### config.mk
export PLATFORM = sky130hd
export DESIGN_NAME = pixel_codec_flat
export DESIGN_NICKNAME = d
export VERILOG_FILES = /design/src/source/sr_pkg.sv /design/src/source/pixel_stream_if.sv /design/src/source/pixel_codec.sv /design/src/flat_wrapper.sv
export SDC_FILE = /design/constraint.sdc
export NUM_CORES = 1
export LEC_CHECK = 0
export CORE_MARGIN = 3
export CORE_UTILIZATION = 66
export CTS_CLUSTER_DIAMETER = 30
export CTS_CLUSTER_SIZE = 30
export DETAILED_ROUTE_END_ITERATION = 12
export DONT_BUFFER_PORTS = 1
export PLACE_DENSITY_LB_ADDON = 0.2
export SLEW_MARGIN = 10
export SYNTH_ARGS = -nofsm -noshare
export SYNTH_HDL_FRONTEND = slang
export SYNTH_SLANG_ARGS = --single-unit
### constraint.sdc
create_clock -name clock_i -period 4.6 [get_ports clock_i]
set_input_delay 0.92 -clock clock_i [delete_from_list [all_inputs] [get_ports clock_i]]
set_output_delay 0.92 -clock clock_i [all_outputs]
set_load 0.005 [all_outputs]
### src/source/sr_pkg.sv
package sr_pkg;

    // ======================================================================
    // Sample types
    // ======================================================================

    typedef logic [7:0] pixel_t;            // Unsigned colour value as it enters and leaves
    typedef logic signed [9:0] sample_t;    // Centred value, (pixel - 128) << 2
    typedef logic signed [13:0] acc_t;      // Holds the full kernel sum without overflow

    // ======================================================================
    // Channels and filter weights
    // ======================================================================

    localparam int NUM_CHANNELS = 3;        // Red, green, blue

    // Sharpening kernel: centre tap and its four edge neighbours, corners are zero
    localparam int W_CENTER = 5;
    localparam int W_CROSS = -1;

    // ======================================================================
    // Saturation bounds of sample_t
    // ======================================================================

    localparam int SAMPLE_MAX = 511;
    localparam int SAMPLE_MIN = -512;

endpackage : sr_pkg

### src/source/pixel_stream_if.sv
`timescale 1ns/1ns

interface pixel_stream_if import sr_pkg::*; ();

    logic valid;
    logic ready;
    sample_t red;
    sample_t green;
    sample_t blue;

    // Data and valid stay steady until the transfer, ready never looks at valid
    modport source (
        output valid,
        output red,
        output green,
        output blue,
        input  ready
    );

    modport sink (
        input  valid,
        input  red,
        input  green,
        input  blue,
        output ready
    );

endinterface : pixel_stream_if

### src/source/pixel_codec.sv
`timescale 1ns/1ns

module pixel_codec import sr_pkg::*; #(
    parameter int Height = 480,
    parameter int Width = 640
) (
    input  logic clock_i,
    input  logic reset_i,

    input  logic slave_valid_i,
    output logic slave_ready_o,
    input  pixel_t slave_red_i,
    input  pixel_t slave_green_i,
    input  pixel_t slave_blue_i,

    output logic master_valid_o,
    input  logic master_ready_i,
    output pixel_t master_red_o,
    output pixel_t master_green_o,
    output pixel_t master_blue_o,
    output logic master_last_o,

    pixel_stream_if.source to_core_o,
    pixel_stream_if.sink from_core_i
);

    typedef logic [$clog2(Height)-1:0] row_t;
    typedef logic [$clog2(Width)-1:0] column_t;

    row_t row_q;
    column_t column_q;

    function automatic sample_t to_sample(pixel_t value);
        sample_t centred;
        centred = sample_t'({2'b00, value}) - sample_t'(128);
        return centred <<< 2;
    endfunction : to_sample

    function automatic pixel_t to_pixel(sample_t value);
        sample_t shifted;
        shifted = value >>> 2;
        if (shifted >= sample_t'(127)) begin
            return 8'd255;
        end else if (shifted <= sample_t'(-128)) begin
            return 8'd0;
        end
        return pixel_t'(shifted + sample_t'(128));
    endfunction : to_pixel

    // ======================================================================
    // Input side, purely combinational
    // ======================================================================

    assign to_core_o.valid = slave_valid_i;
    assign slave_ready_o = to_core_o.ready;
    assign to_core_o.red = to_sample(slave_red_i);
    assign to_core_o.green = to_sample(slave_green_i);
    assign to_core_o.blue = to_sample(slave_blue_i);

    // ======================================================================
    // Output side with frame position
    // ======================================================================

    assign master_valid_o = from_core_i.valid;
    assign from_core_i.ready = master_ready_i;
    assign master_red_o = to_pixel(from_core_i.red);
    assign master_green_o = to_pixel(from_core_i.green);
    assign master_blue_o = to_pixel(from_core_i.blue);

    always_ff @(posedge clock_i) begin
        if (!reset_i) begin
            row_q <= '0;
            column_q <= '0;
        end else if (from_core_i.valid && master_ready_i) begin
            if (column_q == column_t'(Width - 1)) begin
                column_q <= '0;
                row_q <= (row_q == row_t'(Height - 1)) ? '0 : row_q + 1'b1;
            end else begin
                column_q <= column_q + 1'b1;
            end
        end
    end

    assign master_last_o = (row_q == row_t'(Height - 1)) && (column_q == column_t'(Width - 1));

endmodule : pixel_codec

### src/flat_wrapper.sv
// flat-port wrapper written by rule: the top's interface ports become plain ports
module pixel_codec_flat import sr_pkg::*;
#(
    parameter int Height = 480,
    parameter int Width = 640
)
  (clock_i, reset_i, slave_valid_i, slave_ready_o, slave_red_i, slave_green_i, slave_blue_i, master_valid_o, master_ready_i, master_red_o, master_green_o, master_blue_o, master_last_o, to_core_o_valid, to_core_o_red, to_core_o_green, to_core_o_blue, to_core_o_ready, from_core_i_valid, from_core_i_red, from_core_i_green, from_core_i_blue, from_core_i_ready);
  pixel_stream_if to_core_o_i ();
  pixel_stream_if from_core_i_i ();
  input  logic clock_i;
  input  logic reset_i;
  input  logic slave_valid_i;
  output logic slave_ready_o;
  input  pixel_t slave_red_i;
  input  pixel_t slave_green_i;
  input  pixel_t slave_blue_i;
  output logic master_valid_o;
  input  logic master_ready_i;
  output pixel_t master_red_o;
  output pixel_t master_green_o;
  output pixel_t master_blue_o;
  output logic master_last_o;
  output wire logic [$bits(to_core_o_i.valid)-1:0] to_core_o_valid;
  output wire logic [$bits(to_core_o_i.red)-1:0] to_core_o_red;
  output wire logic [$bits(to_core_o_i.green)-1:0] to_core_o_green;
  output wire logic [$bits(to_core_o_i.blue)-1:0] to_core_o_blue;
  input wire logic [$bits(to_core_o_i.ready)-1:0] to_core_o_ready;
  input wire logic [$bits(from_core_i_i.valid)-1:0] from_core_i_valid;
  input wire logic [$bits(from_core_i_i.red)-1:0] from_core_i_red;
  input wire logic [$bits(from_core_i_i.green)-1:0] from_core_i_green;
  input wire logic [$bits(from_core_i_i.blue)-1:0] from_core_i_blue;
  output wire logic [$bits(from_core_i_i.ready)-1:0] from_core_i_ready;
  assign to_core_o_valid = to_core_o_i.valid;
  assign to_core_o_red = to_core_o_i.red;
  assign to_core_o_green = to_core_o_i.green;
  assign to_core_o_blue = to_core_o_i.blue;
  assign to_core_o_i.ready = to_core_o_ready;
  assign from_core_i_i.valid = from_core_i_valid;
  assign from_core_i_i.red = from_core_i_red;
  assign from_core_i_i.green = from_core_i_green;
  assign from_core_i_i.blue = from_core_i_blue;
  assign from_core_i_ready = from_core_i_i.ready;
  pixel_codec #(.Height(Height), .Width(Width)) u_core (.clock_i(clock_i), .reset_i(reset_i), .slave_valid_i(slave_valid_i), .slave_ready_o(slave_ready_o), .slave_red_i(slave_red_i), .slave_green_i(slave_green_i), .slave_blue_i(slave_blue_i), .master_valid_o(master_valid_o), .master_ready_i(master_ready_i), .master_red_o(master_red_o), .master_green_o(master_green_o), .master_blue_o(master_blue_o), .master_last_o(master_last_o), .to_core_o(to_core_o_i), .from_core_i(from_core_i_i));
endmodule
# After elaboration in Yosys (flattened, before gate mapping)

Index checks and enable logic that the tools add are counted.

Logic and storage cells: 38
Output and inout bits: 59
Input port bits: 60
Bits in registers: 19

Mux-type cells: 17
Add/sub/neg operators: 8
Reduce and logical (&&, ||, !) cells: 3
$lt $le $gt $ge: 6
Equal/unequal tests: 2

Operator list:

| cell                                                     | count |
|---|---|
| two-way mux 8 bit                                        | 9 |
| adder 8 bit, second input constant                       | 3 |
| greater-or-equal comparator 8 bit, second input constant | 3 |
| <= comparator 8 bit, second input constant               | 3 |
| subtractor 8 bit, second input constant                  | 3 |
| adder 10 x 1 -> 10 bit, second input constant            | 1 |
| == test 10 bit, second input constant                    | 1 |
| two-way mux 10 bit                                       | 1 |
| adder 9 x 1 -> 9 bit, second input constant              | 1 |
| == test 9 bit, second input constant                     | 1 |
| two-way mux 9 bit                                        | 1 |
| two-way mux 1 bit                                        | 6 |
| logical AND 1 bit                                        | 2 |
| AND reduction 2 bit                                      | 1 |

# Depth between registers and ports, before layout

Depth after elaboration: 4
Gate-level depth with buffers: 6
Depth with buffers taken out: 5

# Worst setup path before layout

OpenSTA, ideal clock, no wires.

Path kind: register to output
From: register u_core.row_q[0]
To: output port master_last_o
Cell stages (with the launch flop): 5
Data required time: 3680 ps
Setup slack: 2583 ps
Data arrival time: 1097 ps
Buffers on the path: 0
Cell sequence: dfxtp_1 > ha_1 > and4_1 > nand4_1 > nor2_1

Longest elaborated chain between the ends: 2

RTL lines:

| element                  | RTL line           | RTL |
|---|---|---|
| start: declaration       | pixel_codec.sv:30  | `row_t row_q;` |
| start signal: assignment | pixel_codec.sv:77  | `row_q <= (row_q == row_t'(Height - 1)) ? '0 : row_q + 1'b1;` |
| == test 9 bit            | pixel_codec.sv:84  | `assign master_last_o = (row_q == row_t'(Height - 1)) && (column_q == column_t'(Width - 1));` |
| logical AND 1 bit        | pixel_codec.sv:84  |  |
| end: declaration         | flat_wrapper.sv:22 | `output logic master_last_o;` |

No other way between the ends.

# Final worst setup path

Same ends and word-level chain as after synthesis.

==> qor.log <==
qor: outcome.outcome finished, final reports clean
qor: synthesis.synthArstFlopShare 0%
qor: layout.nets 185
qor: place.placed_cells_incl_taps 143
qor: pwr.power_density 251 mW/mm²
qor: synthesis.synth.cell_area 0.00126 mm²
qor: timing.fin_worst_hold_slack 0.481 ns
qor: clock_tree.cts_tree built
qor: place.finalWeightedCongestion 0.779
qor: hold_path.worstHoldPathType reg -> reg
qor: route.drt-vias-per-instance 6.09
qor: place.portBuffers 0
qor: die.die_width 49.7 µm
qor: critical_path.worstPathRequired 3.68 ns
qor: critical_path.arrival 1.63 ns
qor: die.die_height 49.7 µm
qor: clock_tree.cts.sinks 19
qor: synthesis.synth_most_common_cell buf_4
qor: layout.layout.cells.non_filler 147
qor: route.drtPass1Iterations 4
qor: critical_path.timing.critical_path.cells ha_1, and4_1, nand4_1, nor2_1
qor: synthesis.yosysWarningCount 0
qor: grt.grt_start_max_net_pins 19
qor: timing.final.setup_skew 0.00711 ns
qor: critical_path.timing.critical_path.to_type output pin
qor: critical_path.critPathMaxFanout 6
qor: grt.grt_pass1_wl 3380 µm
qor: timing.period_needed 2.55 ns
qor: route.avgRoutedWirePerCell 14.3 µm
qor: place.place_area 990 µm²
qor: grt.grt_overflow_total 0
qor: clock_tree.clock_path_buffers 2
qor: grt.first_global_vias 759
qor: clock_tree.clk-insertion-delay-late 0.29 ns
qor: layout.syn2layout_area_growth -19.5%
qor: die.top_level_ports 119
qor: timing.maxClockFrequency 392 MHz
qor: pwr.p_leak 0.373 nW
qor: layout.n_fill_cell 164
qor: clock_tree.cts_max_level 1
qor: synthesis.yosys.cell_types.count 29
qor: die.die_area 0.00247 mm²
qor: synthesis.syn_inst 168
qor: pwr.max-vdd-ir-drop 0.223 mV
qor: critical_path.setup.worst_path.start_class flip-flop
qor: synthesis.synth_edf_count 0
qor: grt.grt_antenna_before_repair 0
qor: synthesis.synth_sequential_area_ratio 30.1%
qor: timing.grt_setup_unrepaired false
qor: timing.tns_setup 0 ns
qor: job.max_cap_viol_count 0
qor: synthesis.yosys_register_bits 19
qor: synthesis.synth.area.top_cells dfxtp_1, buf_4, clkbuf_1
qor: route.drt_iter0_drc 13
qor: critical_path.path_class reg -> out
qor: timing.finalSetupViolations 0
qor: critical_path.slowest_delay 0.42 ns
qor: route.drc_errors 0
qor: place.final_hpwl_dp 1610 µm
qor: die.core 0.00176 mm²
qor: layout.antenna_cells 0
qor: synthesis.synth_top_flop_cell dfxtp_1
qor: synthesis.syn-mean-instance-area 7.51 µm²
qor: layout.drive_above_1_share 6.56%
qor: timing.slew_viol_final 0
qor: layout.final_area 0.00102 mm²
qor: synthesis.ys_top_cells_by_count buf_4, clkbuf_1, dfxtp_1
qor: clock_tree.ctsRootBufferMaster clkbuf_4
qor: die.initial_utilization 71.6%
qor: route.drt_wl_total 2100 µm
qor: route.antenna_left 0
qor: clock_tree.clkTransAtPathRegs 0.11 ns
qor: timing.report.final.hold_viol_count 0
qor: timing.fin_crit_sh 55.4%
qor: critical_path.slowest_stage dfxtp_1
qor: clock_tree.post_cts_buffers 0
qor: route.count_of_vias_placed_by_the_detailed_router 895
qor: clock_tree.hold_buffers 0
qor: synthesis.yosys.area.top_type_share 30.1%
qor: grt.global_route.usage.total 17.0%
qor: die.placement_rows 15
qor: clock_tree.clock_buffers_created_by_tritoncts 3
qor: synthesis.post_synth_top_area_cell dfxtp_1
qor: clock_tree.post_cts_resize_count 0
## report_power, final
part / total, mW / internal, mW / switching (mW)
clock network: 0.0817 / 0.0336 / 0.0481
registers: 0.166 / 0.165 / 0.000749
logic: 0.00767 / 0.00168 / 0.00599
total: 0.255 / 0.201 / 0.0548
## critical path: cells and delay by family (launching register included)
family | cells | cell delay, ns
adders and majority gates | 1 | 0.20
and+or+nand+nor | 3 | 0.71
DFF | 1 | 0.42
## cells in the final DEF, fill, tap and decap left out, drive strengths merged, types with 2 or more instances in the layout
cell and n:
conb 6, xor2 7, and4 5, nand4 7, dfxtp 19, clkbuf 4, a21oi 9, nor2 11
nand2 14, or3 2, o21ai 5, nand3 9, ha 2, inv 8, or4 3
## metal layers
layer	vias up	routed length, µm	global-route usage [%]
met1	381	860	21.5
li1	425	-	-
met3	30	232	6.65
met4	0	128	14.3
met2	59	875	22.2
met5	-	0	0
## logic make-up after synthesis
family | share of synthesized area [%]
buffers and inverters | 27.9
and+or+nand+nor | 26.2
DFF | 30.1
AOI/OAI and AO/OA | 7.83
xor gates and xnor gates | 4.86
adders and majority gates | 1.98
other | 0.297
muxes | 0.793
## cell type report
| class | count | area [µm²] | area share [%] |
|---|---|---|---|
| well taps | 25 | 31.3 | 3.08 |
| inverters | 8 | 30.0 | 2.96 |
| multi-input cells | 91 | 548 | 53.9 |
| clock buffers | 4 | 26.3 | 2.59 |
| flip-flops and latches | 19 | 380 | 37.4 |
## state kept, by name, indices dropped and copies added (netlist names)
name and count:
u_core.row_q 9, u_core.column_q 10
## stage by stage
step / setup WS (ns) / total power, mW / util, %
CTS: 2.05 / 0.258 / 57.6
finish: 2.05 / 0.255 / 57.6
global route: 1.89 / 0.270 / 57.6
floorplan: 2.58 / 0.206 / -
detailed placement: 2.39 / 0.177 / 56.1
global placement: 2.38 / 0.177 / 56.1
## path summary, 6_finish.rpt
| kind | start | to | slack [ns] | depth (start not counted) |
|---|---|---|---|---|
| max | u_core.row_q[0]$_SDFFE_PN0P_ | master_last_o | 2.05 | 4 |
| min | u_core.column_q[1]$_SDFFE_PN0P_ | u_core.column_q[1]$_SDFFE_PN0P_ | 0.48 | 2 |
| max reg2reg | u_core.column_q[0]$_SDFFE_PN0P_ | u_core.row_q[5]$_SDFFE_PN0P_ | 2.84 | 5 |
| min reg2reg | u_core.column_q[1]$_SDFFE_PN0P_ | u_core.column_q[1]$_SDFFE_PN0P_ | 0.48 | 2 |
Note: power is estimated with default switching activity, not from simulation.
